==> src/hdl/ethFramePkg.sv <==
package ethFramePkg;

  // one received byte off the stream.
  typedef logic [7:0] byteT;

  typedef logic [47:0] macAddrT;  // station address.
  typedef logic [5:0]  hashIdxT;  // index into the 64-bit hash table.

  // one half of the hash table.
  typedef logic [31:0] hashTableT;

  localparam byteT preambleByte = 8'h55;
  localparam byteT sfdByte      = 8'hD5;

  // destination address length in bytes.
  localparam int addrBytes = 6;

  // ethernet crc-32 generator.
  localparam logic [31:0] crcPoly = 32'h04C11DB7;

endpackage

==> src/hdl/ethRxCtrlPkg.sv <==
package ethRxCtrlPkg;

  typedef enum logic [2:0]
  {
    Idle,
    Preamble,
    Data,
    Drop,     // rejected frame, wait for end.
    Status    // status handshake with the consumer.
  } rxStateT;

  typedef logic [15:0] byteCntT;  // frame length in bytes.

endpackage

==> src/hdl/ethRxStateM.sv <==
module ethRxStateM
(
  input  logic                  MRxClk,
  input  logic                  Reset,
  input  logic                  RxDv,
  input  ethFramePkg::byteT     RxData,
  input  logic                  RxAbort,
  input  logic                  AddressMiss,
  input  ethRxCtrlPkg::byteCntT ByteCnt,
  input  logic                  StatusAck,
  output logic                  CntClear,
  output logic                  CntEn,
  output logic                  RxCheckEn,
  output logic                  RxEndFrm,
  output logic                  StatusReq,
  output logic                  StatusMiss,
  output logic                  StatusAbort,
  output ethRxCtrlPkg::byteCntT StatusLen
);
  import ethFramePkg::*;
  import ethRxCtrlPkg::*;

  rxStateT State;
  rxStateT NextState;
  logic    InFrame;

  assign InFrame   = (State == Data) || (State == Drop);
  assign CntClear  = (State == Idle) || (State == Preamble);
  assign CntEn     = InFrame && RxDv;
  assign RxCheckEn = (State == Data) && RxDv;  // address checks only on live bytes.
  assign RxEndFrm  = InFrame && !RxDv;

  always_comb
  begin
    NextState = State;
    case (State)
      Idle:
        if (RxDv && (RxData == preambleByte))
          NextState = Preamble;
      Preamble:
        if (RxDv && (RxData == sfdByte))
          NextState = Data;
        else if (!RxDv || (RxData != preambleByte))
          NextState = Idle;  // broken preamble.
      Data:
        if (!RxDv)
          NextState = Status;
        else if (RxAbort)
          NextState = Drop;
      Drop:
        if (!RxDv)
          NextState = Status;
      // leave only after ack has dropped and the line is quiet,
      // so a frame arriving during the handshake is skipped whole.
      Status:
        if (!StatusReq && !StatusAck && !RxDv)
          NextState = Idle;
      default:
        NextState = Idle;
    endcase
  end

  always_ff @(posedge MRxClk or posedge Reset)
  begin
    if (Reset)
    begin
      State       <= Idle;
      StatusReq   <= 1'b0;
      StatusMiss  <= 1'b0;
      StatusAbort <= 1'b0;
      StatusLen   <= '0;
    end
    else
    begin
      State <= NextState;
      if (RxEndFrm)
      begin
        StatusReq   <= 1'b1;
        StatusMiss  <= AddressMiss;
        StatusAbort <= (State == Drop) || RxAbort;  // abort may land on the last byte.
        StatusLen   <= ByteCnt;
      end
      else if (StatusAck)
        StatusReq <= 1'b0;
    end
  end

endmodule

==> src/hdl/ethRxCounter.sv <==
module ethRxCounter
(
  input  logic                  MRxClk,
  input  logic                  Reset,
  input  logic                  CntClear,
  input  logic                  CntEn,
  output ethRxCtrlPkg::byteCntT ByteCnt,
  output logic                  AddrByteEq0,
  output logic                  AddrByteEq1,
  output logic                  AddrByteEq2,
  output logic                  AddrByteEq3,
  output logic                  AddrByteEq4,
  output logic                  AddrByteEq5,
  output logic                  AddrByteEq6
);
  import ethFramePkg::*;
  import ethRxCtrlPkg::*;

  logic [addrBytes:0] PosHit;  // one bit per address position.

  always_ff @(posedge MRxClk or posedge Reset)
  begin
    if (Reset)
      ByteCnt <= '0;
    else if (CntClear)
      ByteCnt <= '0;
    else if (CntEn && (ByteCnt != '1))
      ByteCnt <= ByteCnt + 1'b1;  // saturates on long frames.
  end

  always_comb
  begin
    for (int i = 0; i <= addrBytes; i++)
      PosHit[i] = (ByteCnt == byteCntT'(i));
  end

  assign AddrByteEq0 = PosHit[0];
  assign AddrByteEq1 = PosHit[1];
  assign AddrByteEq2 = PosHit[2];
  assign AddrByteEq3 = PosHit[3];
  assign AddrByteEq4 = PosHit[4];
  assign AddrByteEq5 = PosHit[5];
  assign AddrByteEq6 = PosHit[6];  // first byte after the destination.

endmodule

==> src/hdl/ethRxCrcHash.sv <==
module ethRxCrcHash
(
  input  logic                 MRxClk,
  input  logic                 Reset,
  input  ethFramePkg::byteT    RxData,
  input  logic                 CntClear,
  input  logic                 AddrByteEq0,
  input  logic                 AddrByteEq1,
  input  logic                 AddrByteEq2,
  input  logic                 AddrByteEq3,
  input  logic                 AddrByteEq4,
  input  logic                 AddrByteEq5,
  input  logic                 RxEndFrm,
  output ethFramePkg::hashIdxT CrcHash,
  output logic                 CrcHashGood
);
  import ethFramePkg::*;

  logic [31:0] Crc;
  logic        AddrField;

  // one byte of crc-32, bits enter lsb first as on the wire.
  function automatic logic [31:0] crcNext(input logic [31:0] crcIn, input byteT data);
    logic [31:0] c;
    logic        fb;
    c = crcIn;
    for (int i = 0; i < $bits(byteT); i++)
    begin
      fb = c[31] ^ data[i];
      c  = {c[30:0], 1'b0};
      if (fb)
        c = c ^ crcPoly;
    end
    return c;
  endfunction

  assign AddrField = AddrByteEq0 | AddrByteEq1 | AddrByteEq2 |
                     AddrByteEq3 | AddrByteEq4 | AddrByteEq5;

  always_ff @(posedge MRxClk or posedge Reset)
  begin
    if (Reset)
    begin
      Crc         <= '1;
      CrcHashGood <= 1'b0;
    end
    else if (CntClear)
    begin
      Crc         <= '1;   // seed for the next frame.
      CrcHashGood <= 1'b0;
    end
    else
    begin
      if (AddrField)
        Crc <= crcNext(Crc, RxData);
      if (RxEndFrm)
        CrcHashGood <= 1'b0;
      else if (AddrByteEq5)
        CrcHashGood <= 1'b1;  // last destination byte absorbed.
    end
  end

  assign CrcHash = Crc[31:26];

endmodule

==> src/hdl/ethRxAddrCheck.sv <==
module ethRxAddrCheck
(
  input  logic                   MRxClk,
  input  logic                   Reset,
  input  ethFramePkg::byteT      RxData,
  input  logic                   RxCheckEn,
  input  logic                   RxEndFrm,
  input  logic                   AddrByteEq0,
  input  logic                   AddrByteEq1,
  input  logic                   AddrByteEq2,
  input  logic                   AddrByteEq3,
  input  logic                   AddrByteEq4,
  input  logic                   AddrByteEq5,
  input  logic                   AddrByteEq6,
  input  ethFramePkg::hashIdxT   CrcHash,
  input  logic                   CrcHashGood,
  input  ethFramePkg::macAddrT   Mac,
  input  ethFramePkg::hashTableT Hash0,
  input  ethFramePkg::hashTableT Hash1,
  input  logic                   RBro,
  input  logic                   RPro,
  output logic                   RxAbort,
  output logic                   AddressMiss
);
  import ethFramePkg::*;

  byteT      MacByte;
  logic      AddrField;
  logic      ByteMatch;
  logic      UnicastOk;
  logic      Broadcast;
  logic      Multicast;
  hashTableT HashHalf;
  logic      HashBit;
  logic      AddrHit;
  logic      AddrDecide;

  // station address byte expected at this position, msb byte first.
  always_comb
  begin
    if (AddrByteEq0)
      MacByte = Mac[47:40];
    else if (AddrByteEq1)
      MacByte = Mac[39:32];
    else if (AddrByteEq2)
      MacByte = Mac[31:24];
    else if (AddrByteEq3)
      MacByte = Mac[23:16];
    else if (AddrByteEq4)
      MacByte = Mac[15:8];
    else
      MacByte = Mac[7:0];
  end

  assign AddrField  = AddrByteEq1 | AddrByteEq2 | AddrByteEq3 | AddrByteEq4 | AddrByteEq5;
  assign ByteMatch  = (RxData == MacByte);
  assign HashHalf   = CrcHash[5] ? Hash1 : Hash0;
  assign HashBit    = HashHalf[CrcHash[4:0]];
  // broadcast has the group bit set too, keep it out of the hash lookup.
  assign AddrHit    = UnicastOk | (Broadcast & ~RBro) |
                      (Multicast & ~Broadcast & CrcHashGood & HashBit);
  assign AddrDecide = RxCheckEn & AddrByteEq6;

  always_ff @(posedge MRxClk or posedge Reset)
  begin
    if (Reset)
    begin
      UnicastOk <= 1'b0;
      Broadcast <= 1'b0;
      Multicast <= 1'b0;
    end
    else if (RxCheckEn && AddrByteEq0)
    begin
      UnicastOk <= ByteMatch;
      Broadcast <= &RxData;
      Multicast <= RxData[0];  // group bit.
    end
    else if (RxCheckEn && AddrField)
    begin
      UnicastOk <= UnicastOk & ByteMatch;
      Broadcast <= Broadcast & (&RxData);
    end
  end

  always_ff @(posedge MRxClk or posedge Reset)
  begin
    if (Reset)
    begin
      RxAbort     <= 1'b0;
      AddressMiss <= 1'b1;
    end
    else
    begin
      RxAbort <= AddrDecide & ~AddrHit & ~RPro;  // single cycle pulse.
      if (AddrDecide)
        AddressMiss <= ~AddrHit;
      else if (RxEndFrm || (RxCheckEn && AddrByteEq0))
        AddressMiss <= 1'b1;  // miss until the decision says otherwise.
    end
  end

endmodule

==> src/hdl/ethRxFilter.sv <==
module ethRxFilter
(
  input  logic                   MRxClk,
  input  logic                   Reset,
  input  logic                   RxDv,
  input  ethFramePkg::byteT      RxData,
  input  ethFramePkg::macAddrT   Mac,
  input  ethFramePkg::hashTableT Hash0,
  input  ethFramePkg::hashTableT Hash1,
  input  logic                   RBro,
  input  logic                   RPro,
  output logic                   StatusReq,
  output logic                   StatusMiss,
  output logic                   StatusAbort,
  output ethRxCtrlPkg::byteCntT  StatusLen,
  input  logic                   StatusAck
);
  import ethFramePkg::*;
  import ethRxCtrlPkg::*;

  logic    CntClear;
  logic    CntEn;
  logic    RxCheckEn;
  logic    RxEndFrm;
  logic    RxAbort;
  logic    AddressMiss;
  byteCntT ByteCnt;
  logic    AddrByteEq0;
  logic    AddrByteEq1;
  logic    AddrByteEq2;
  logic    AddrByteEq3;
  logic    AddrByteEq4;
  logic    AddrByteEq5;
  logic    AddrByteEq6;
  hashIdxT CrcHash;
  logic    CrcHashGood;

  // framing and status handshake.
  ethRxStateM stateM (.*);

  // byte position within the frame.
  ethRxCounter counter (.*);

  ethRxCrcHash crcHash (.*);

  // address rules, drives abort and miss back to the fsm.
  ethRxAddrCheck addrCheck (.*);

endmodule

==> config.mk <==
export PLATFORM = sky130hd
export DESIGN_NAME = ethRxFilter
export DESIGN_NICKNAME = d
export VERILOG_FILES = /design/src/hdl/ethFramePkg.sv /design/src/hdl/ethRxCtrlPkg.sv /design/src/hdl/ethRxStateM.sv /design/src/hdl/ethRxCounter.sv /design/src/hdl/ethRxCrcHash.sv /design/src/hdl/ethRxAddrCheck.sv /design/src/hdl/ethRxFilter.sv
export SDC_FILE = /design/constraint.sdc
export NUM_CORES = 1
export LEC_CHECK = 0
export BUFFER_PORTS_ARGS = -buffer_cell sky130_fd_sc_hd__buf_2
export CAP_MARGIN = 20
export CORE_UTILIZATION = 48
export CTS_CLUSTER_DIAMETER = 50
export DETAILED_ROUTE_END_ITERATION = 6
export PLACE_DENSITY_LB_ADDON = 0.05
export SLEW_MARGIN = 20
export SYNTH_ARGS = -nofsm -noshare
export SYNTH_HDL_FRONTEND = slang
export SYNTH_SLANG_ARGS = --single-unit
==> constraint.sdc <==
create_clock -name MRxClk -period 2.36 [get_ports MRxClk]
set_clock_uncertainty 0.15 [all_clocks]
set_input_delay 0 -clock MRxClk [delete_from_list [all_inputs] [get_ports MRxClk]]
set_output_delay 0 -clock MRxClk [all_outputs]
set_load 0.05 [all_outputs]
# Yosys cells after proc, flatten, opt, wreduce, memory -nomap -nowiden
# Cells that the tools add are included.
totals:
  ff_bits: 76
  latch_bits: 0
  ram_bits: 0
  romBits: 0
  input_bits: 126
  out_inout_bits: 19
  word_cells: 156
  memories: 0
classes:
  addsub: 1
  n_mul: 0
  n_div: 0
  magnitude_cmp: 1
  n_eq_ne: 20
  n_shift: 0
  muxes: 53
  bitwise_logic: 40
  reduce_logical: 28
ops:
  columns: ["operator", "count"]
  rows:
  - ["32-bit two-way mux", 17]
  - ["27-bit two-way mux", 8]
  - ["14-bit inverter", 8]
  - ["16-bit by 3-bit == test with 1-bit output (second input constant)", 3]
  - ["8-bit two-way mux", 5]
  - ["16-bit by 2-bit == test with 1-bit output (second input constant)", 2]
  - ["16-bit two-way mux", 2]
  - ["3-bit two-way mux", 7]
  - ["16-bit by 1-bit adder with 16-bit output (second input constant)", 1]
  - ["16-bit by 1-bit == test with 1-bit output (second input constant)", 1]
  - ["16-bit logical NOT", 1]
  - ["16-bit != test (second input constant)", 1]
  - ["3-bit case mux with 5 select lines", 1]
  - ["1-bit two-way mux", 12]
  - ["1-bit OR", 11]
  - ["1-bit logical AND", 10]
  - ["2-bit nonzero test", 5]
  - ["1-bit bitwise AND", 9]
  - ["8-bit by 7-bit == test with 1-bit output (second input constant)", 1]
  - ["8-bit == test", 1]
  - ["8-bit == test (second input constant)", 1]
  - ["8-bit by 7-bit != test with 1-bit output (second input constant)", 1]
  - ["8-bit AND reduction", 1]
  - ["1-bit bitwise XOR", 8]
  - ["other kinds (15)", 26]

# Depth between registers and ports, before layout
# Gate-level depths: netlist of run 1.
logic_depth:
  word_depth: 36
  mapped_depth: 11
  mapped_depth_nobuf: 9

# Hierarchy
# A second synthesis of run 1 with hierarchy kept.
unflattened:
  hier_cells: 528
  area_unflattened_um2: 5497.8
modules_own_cells:
  columns: ["mod", "n_inst", "cells_each", "area_each_um2", "seq_area_each_um2"]
  rows:
  - ["ethRxCrcHash", 1, 202, 2210.9, 865.8]
  - ["ethRxAddrCheck", 1, 141, 1301.2, 126.4]
  - ["ethRxCounter", 1, 120, 1067.3, 400.4]
  - ["ethRxStateM", 1, 65, 918.4, 550.5]

# Worst setup path before layout of run 1
# OpenSTA, ideal clock, no wires.
synth_path:
  path_kind: "reg2reg"
  from: "register crcHash.Crc[26]"
  to: "register addrCheck.RxAbort"
  setup_ps: 69
  t_arrival_ps: 2302
  required_time_ps: 2141
  slack_ps: -162
  path_stages_with_launch: 9
  n_path_buf: 2
  period_less_slack_ps: 2522
  cell_sequence: "dfstp_2 buf_2 clkbuf_1 mux4_2 mux4_2 mux2_4 o21ai_2 o31ai_1 nor2_2"
synth_between:
  elab_chain_len: 7
synth_lines:
  columns: ["item", "line", "source"]
  rows:
  - ["start, declared", "ethRxCrcHash.sv:19", "logic [31:0] Crc;"]
  - ["start signal, assigned", "ethRxCrcHash.sv:55", "Crc <= crcNext(Crc, RxData);"]
  - ["1-bit binary-select mux with 5-bit select", "ethRxAddrCheck.sv:58", "assign HashBit = HashHalf[CrcHash[4:0]];"]
  - ["1-bit two-way mux (not written as such)", "ethRxAddrCheck.sv:58", null]
  - ["1-bit bitwise AND", "ethRxAddrCheck.sv:61", "(Multicast & ~Broadcast & CrcHashGood & HashBit);"]
  - ["1-bit OR", "ethRxAddrCheck.sv:60", "assign AddrHit = UnicastOk | (Broadcast & ~RBro) |"]
  - ["1-bit inverter", "ethRxAddrCheck.sv:94", "RxAbort <= AddrDecide & ~AddrHit & ~RPro;"]
  - ["1-bit bitwise AND (2 in series)", "ethRxAddrCheck.sv:94", null]
  - ["end signal, assigned", "ethRxAddrCheck.sv:94", null]
  - ["end, declared", "ethRxAddrCheck.sv:22", "output logic RxAbort,"]
# No other way between the ends. The select of a mux whose other input is x is not followed.
# A chain may end at the register's enable or synchronous reset.

# Worst setup path in the final report of run 1
layout_path:
  from: "register crcHash.Crc[31]"
  to: "register addrCheck.RxAbort"
layout_between:
  elab_chain_len: 8
layout_lines:
  columns: ["item", "line", "source"]
  rows:
  - ["32-bit two-way mux", "ethRxAddrCheck.sv:57", "assign HashHalf = CrcHash[5] ? Hash1 : Hash0;"]
  - ["1-bit binary-select mux with 5-bit select", "ethRxAddrCheck.sv:58", null]
  - ["1-bit two-way mux (not written as such)", "ethRxAddrCheck.sv:58", null]
  - ["1-bit bitwise AND", "ethRxAddrCheck.sv:61", null]
  - ["1-bit OR", "ethRxAddrCheck.sv:60", null]
  - ["1-bit inverter", "ethRxAddrCheck.sv:94", null]
  - ["1-bit bitwise AND (2 in series)", "ethRxAddrCheck.sv:94", null]
# No other way between the ends. The select of a mux whose other input is x is not followed.

==> results of run 1 <==
registers in the layout (all words and copies together), names as in the netlist, 3 cells and up:
signal,flops
counter.ByteCnt,16
stateM.StatusLen,16
stateM.State,3
crcHash.Crc,32
layer usage:
metal  vias to the layer above  track usage (%)  wire length (um)  part of all wire [%]
met3                        33             4.44               775                   5.0
met5                         -                0                 0                     0
met1                      2453             32.0              6260                    40
li1                       2312                -                 -                     -
met4                         0             8.51               348                   2.2
met2                       182             46.3              8230                    53
cell usage after synthesis (all sizes together), types with 2 or more instances:
library cell,number
o211a,2
nand4,6
nor2b,4
o22ai,4
o221ai,4
o211ai,34
nor4,3
o31ai,6
xnor2,52
nand2b,3
dfrtp,43
nand3,10
o22a,2
and4,6
ha,4
and3,3
a21oi,12
mux4,20
a31oi,4
clkbuf,23
o32ai,4
xor2,37
o21a,2
a221oi,4
or3,3
mux2i,2
buf,7
nand2,48
inv,12
mux2,21
dfstp,33
a221o,2
o21ai,18
a2111oi,2
nor3,12
nor2,37
critical path, cell delays in order (launching register included):
cell and delay, ns:
dfstp_2 0.59, buf_12 0.15, mux4_2 0.49, mux4_2 0.49, mux2_4 0.29, o21ai_4 0.13
o31ai_2 0.09, nor2_2 0.10
cells by family after synthesis:
group / count (synthesis)
AOI/OAI and AO/OA: 110
xor gates and xnor gates: 89
adders and majority gates: 4
buffers and inverters: 43
DFF: 76
muxes: 43
and+or+nand+nor: 141
cells in the final DEF (no fill, tap or decap), types with 21 or more instances in the layout:
cell	Yosys	routed
dfrtp_1	43	43
nor2_1	36	35
nand2_2	0	21
xor2_1	37	37
dfstp_2	33	33
nand2_1	48	22
o211ai_1	34	34
buf_4	1	68
xnor2_1	44	43
buf_2	3	144
area by class of cell:
cell class | instances | share of cell area, %
clock buffers | 9 | 1.68
clock inverters | 7 | 0.783
inverters | 13 | 0.766
multi-input cells | 388 | 45.5
flip-flops and latches | 76 | 26.4
well taps | 136 | 2.31
repair buffers | 243 | 22.5
what timing repair did:
item,in CTS,in global routing
endpoints found under the setup margin,4,37
pin swaps,11,57
hold buffers,12,0
cloned,0,8
hold endpoints to repair,84,0
resized for setup,34,60
buffers inserted,8,6
final timing paths:
check / end / slack, ns / cells past startpoint
min in group asynchronous: stateM.StatusLen[12] / 0.12 / 4
worst min register to register: stateM.StatusLen[15] / 0.35 / 1
worst max-delay path: addrCheck.RxAbort / -0.19 / 7
max in group asynchronous: crcHash.Crc[29] / 1.60 / 4
worst min-delay path: addrCheck.UnicastOk / 0.02 / 4
worst max register to register: addrCheck.RxAbort / -0.19 / 7
power by group through the flow:
| stage | clock, mW | sequential, mW | combinational [mW] |
|---|---|---|---|
| after floorplan | 0 | 1.33 | 0.291 |
| after CTS | 0.960 | 1.30 | 0.516 |
| after global placement | 0 | 1.33 | 0.485 |
| final | 0.938 | 1.30 | 0.525 |
| after detailed placement | 0 | 1.33 | 0.490 |
| after global routing | 1.01 | 1.30 | 0.568 |
through the flow:
step                      total power, mW  std cells  worst slack (ns)
final                                2.77        872            -0.186
after global routing                 2.88        872            -0.275
after CTS                            2.78        858            -0.203
after detailed placement             1.82        822            -0.206
after global placement               1.81        822            -0.165
after floorplan                      1.62        506            -0.121
==> flow_summary.yaml, run 1 <==
outcome:
  status: "finished with violations"
  violations: "negative setup slack"
clock_network:
  cts_made_buffers: 9
  cts.sinks: 76
  cts_tree: "done"
  cts-root-buf: "clkbuf_8"
  clockBufferDepth: 2
  htree_levels: 3
  insertion_delay_ns: 0.36
  clkTransAtPathRegs_ns: 0.09
synthesis:
  synth_seq_cells: 76
  yosys.area.top_type: "dfrtp_1"
  ys_types: 64
  synth_fa_ha_area_share_pct: 0.951
  ys_async_sr_fraction_pct: 100
  synthMuxAreaShare_pct: 14.6
  synth_area_leaders: "dfrtp_1 20%, dfstp_2 16%, mux4_1 7.5%"
  yosysSeqAreaShare_pct: 36.9
  synth-simple-area-share_pct: 12.7
  yosysTopAreaCellShare_pct: 20.4
  synth_edf_count: 0
  synth_top_family_by_area: "XOR/XNOR gates"
  yosys.area_share.xor_xnor_pct: 16.4
  syn-num-nets: 636
  synth_compound_area_share_pct: 15.0
  synth_ff_type: "dfrtp_1"
  yosys_warnings: 0
  syn-instance-count: 506
  syn-cell-area_sq_um: 5260
  avgSynthCellArea_sq_um: 10.4
critical_path:
  worstPathMaxFanout: 8
  cp-start-kind: "flip-flop"
  worstPathRequired_ns: 2.50
  cp-end-kind: "flip-flop"
  crit_type: "reg -> reg"
  cp-startpoint: "crcHash.Crc[31]"
  timing.rr.start: "crcHash.Crc[31]"
  worstPathArrival_ns: 2.69
power:
  intPower_mw: 1.98
  vdd_drop_max_v: 0.000252
  clock_power_share_pct: 33.9
  switching_power_mw: 0.788
  p_leak_nw: 3.18
  seq_power_share_pct: 47.1
  switching_share_pct: 28.5
  combPwrFrac_pct: 19.0
  p_per_area_nw_per_um2: 376
routing:
  drt_iter0_markers: 278
  viasPerCell: 5.71
  drc: 0
  wirelength_um: 15600
  vias: 4980
  final_antenna_net_count: 0
  drtPass1Iterations: 5
  wl_per_cell_um: 17.9
die:
  ioPinCount: 145
  core-area_sq_um: 10500
  row_count: 37
  die_area_sq_um: 11400
  start_util_pct: 50.3
  die_x_um: 107
  die-height_um: 107
cells_and_area:
  multi_input_area_sq_um: 3340
  fin_area_sq_um: 7350
  syn_to_final_growth_pct: 39.7
  fill_cells: 833
  final_net_count: 861
  insertedDiodeCount: 0
  final_util_pct: 70.3
  seq_area_sq_um: 1940
  drive_gt1_share_pct: 53.3
placement:
  place_area_sq_um: 6590
  io_buffer_count: 144
  hpwl_um: 10400
  gp_congestion: 0.983
sta:
  slew_viol_final: 0
  max_freq_ghz: 0.393
  tightest_slew_ns: 0.667
  grt_setup_unrepaired: "yes"
  final.setup.tns_ns: -1.16
  period_minus_slack_ns: 2.55
  fin_hold_ws_ns: 0.0213
  setup_viol: 35
  max_slew_margin_pct: 55.2
  hold_violations: 0
  fin_crit_sh_pct: 108
  layout_setup_ws_ns: -0.186
run:
  drv_cap: 0
global_routing:
  overflow: 0
  antenna_found_initial: 0
  grtUsageTotal_pct: 26.1
  grt_pass1_wl_um: 23300
  grt_max_degree: 77
  grt_pass1_vias: 4884
hold_path:
  min_from: "RxData[3]"
  hold_class: "in -> reg"
Note: power is estimated with default switching activity, not from simulation.
==> run 2: changes to the inputs <==
Settings changed: SKIP_LAST_GASP set to 1.
==> flow_summary.yaml, run 2 (synthesized netlist as in run 1, its figures left out) <==
die:
  core-area_sq_um: 10500
  die_x_um: 107
  die-height_um: 107
  ioPinCount: 145
  row_count: 37
  die_area_sq_um: 11400
  start_util_pct: 50.3
routing:
  wl_per_cell_um: 18.0
  drt_iter0_markers: 259
  final_antenna_net_count: 0
  drc: 0
  vias: 4973
  wirelength_um: 15700
  drtPass1Iterations: 5
  viasPerCell: 5.70
sta:
  hold_violations: 0
  fin_crit_sh_pct: 108
  slew_viol_final: 0
  period_minus_slack_ns: 2.55
  max_slew_margin_pct: 55.9
  layout_setup_ws_ns: -0.193
  tightest_slew_ns: 0.656
  setup_viol: 35
  grt_setup_unrepaired: "yes"
  max_freq_ghz: 0.392
power:
  p_leak_nw: 3.18
  vdd_drop_max_v: 0.000254
  total_power_mw: 2.77
  p_per_area_nw_per_um2: 377
clock_network:
  clockBufferDepth: 2
  cts.sinks: 76
  insertion_delay_ns: 0.36
  cts_made_buffers: 9
  clkTransAtPathRegs_ns: 0.09
  cts-root-buf: "clkbuf_8"
  cts_tree: "done"
  htree_levels: 3
placement:
  hpwl_um: 10400
  gp_congestion: 0.983
  io_buffer_count: 144
  place_area_sq_um: 6590
global_routing:
  antenna_found_initial: 0
  grt_pass1_vias: 4884
  grt_pass1_wl_um: 23300
  grtUsageTotal_pct: 26.1
  grt_max_degree: 77
  overflow: 0
cells_and_area:
  layout_commonest_cell: "buf_2"
  syn_to_final_growth_pct: 39.7
  insertedDiodeCount: 0
  fin_area_sq_um: 7350
  largest_register_ff_count: 32
  layout_common_cells: "144 x buf_2, 68 x buf_4, 43 x xnor2_1, 43 x dfrtp_1, 37 x xor2_1"
  regMostFlops: "crcHash.Crc"
  drive_gt1_share_pct: 53.3
  final_net_count: 861
  reg_top3: "crcHash.Crc x32, counter.ByteCnt x16, stateM.StatusLen x16"
run:
  drv_cap: 0
outcome:
  status: "finished with violations"
  violations: "negative setup slack"
critical_path:
  cp-start-kind: "flip-flop"
  crit_type: "reg -> reg"
  cp-startpoint: "crcHash.Crc[31]"
  reg2reg_to: "addrCheck.RxAbort"
  cp-end-kind: "flip-flop"
  worstPathArrival_ns: 2.69
  reg2reg_slack_ns: -0.19
  timing.rr.start: "crcHash.Crc[31]"
  worstPathMaxFanout: 8
  reg2regPathDepth: 7
  endpoint: "addrCheck.RxAbort"
  worstPathRequired_ns: 2.50
hold_path:
  hold_class: "in -> reg"
  min_from: "RxData[3]"
run 2: layer usage:
layer	track usage (%)	up-vias	share of wire (%)
met5	0	-	0
met4	8.51	0	2.0
met3	4.44	31	4.6
met2	46.3	170	53
met1	32.0	2465	41
li1	-	2307	-
run 2: metrics by stage:
| step | utilization, % | setup WS, ns | setup TNS, ns | hold WS, ns | cells |
|---|---|---|---|---|---|
| 6_report | 70.3 | -0.193 | -1.18 | 0.0232 | 872 |
| 5_1_grt | 70.3 | -0.275 | -4.47 | 0.0297 | 872 |
| 3_3_place_gp | 63.0 | -0.165 | -0.364 | -0.0278 | 822 |
| 2_1_floorplan | - | -0.121 | -0.223 | -0.0897 | 506 |
| 3_5_place_dp | 63.0 | -0.206 | -0.574 | -0.0295 | 822 |
| 4_1_cts | 67.1 | -0.203 | -0.436 | 0.00489 | 858 |
run 2: worst max-delay path, stage by stage, from the launching register on:
cell and delay, ns:
dfstp_2 0.59, buf_12 0.15, mux4_2 0.49, mux4_2 0.49, mux2_4 0.29, o21ai_4 0.13, o31ai_2 0.09, nor2_2 0.10
run 2: cell type report:
type | instances | area, sq um
Tap cell | 136 | 170
Fill cell | 833 | 3110
Clock inverter | 7 | 57.6
Multi-Input combinational cell | 388 | 3340
Timing Repair Buffer | 243 | 1660
Inverter | 13 | 56.3
Clock buffer | 9 | 124
Sequential cell | 76 | 1940
run 2: worst min path at each step:
stage                                end  slack [ns]  depth (start not counted)
floorplan              addrCheck.RxAbort       -0.09                          1
global placement    stateM.StatusLen[12]       -0.03                          3
finish               addrCheck.UnicastOk        0.02                          4
detailed placement  stateM.StatusLen[12]       -0.03                          3
global route         addrCheck.UnicastOk        0.03                          4
CTS                  addrCheck.UnicastOk       0.005                          4
run 2: report_power, final:
part | switching [mW] | internal (mW) | leakage (nW)
registers | 0.0000833 | 1.30 | 0.948
logic | 0.248 | 0.280 | 2.15
clock network | 0.544 | 0.396 | 0.0833
run 2: repair_timing:
action                                  4_1_cts  5_1_grt
pin swaps                                    11       52
gates cloned                                  0        8
endpoints found under the setup margin        4       37
hold buffers                                 12        0
gates resized for setup                      34       60
endpoints found under the hold margin        84        0
buffers inserted                              8        6
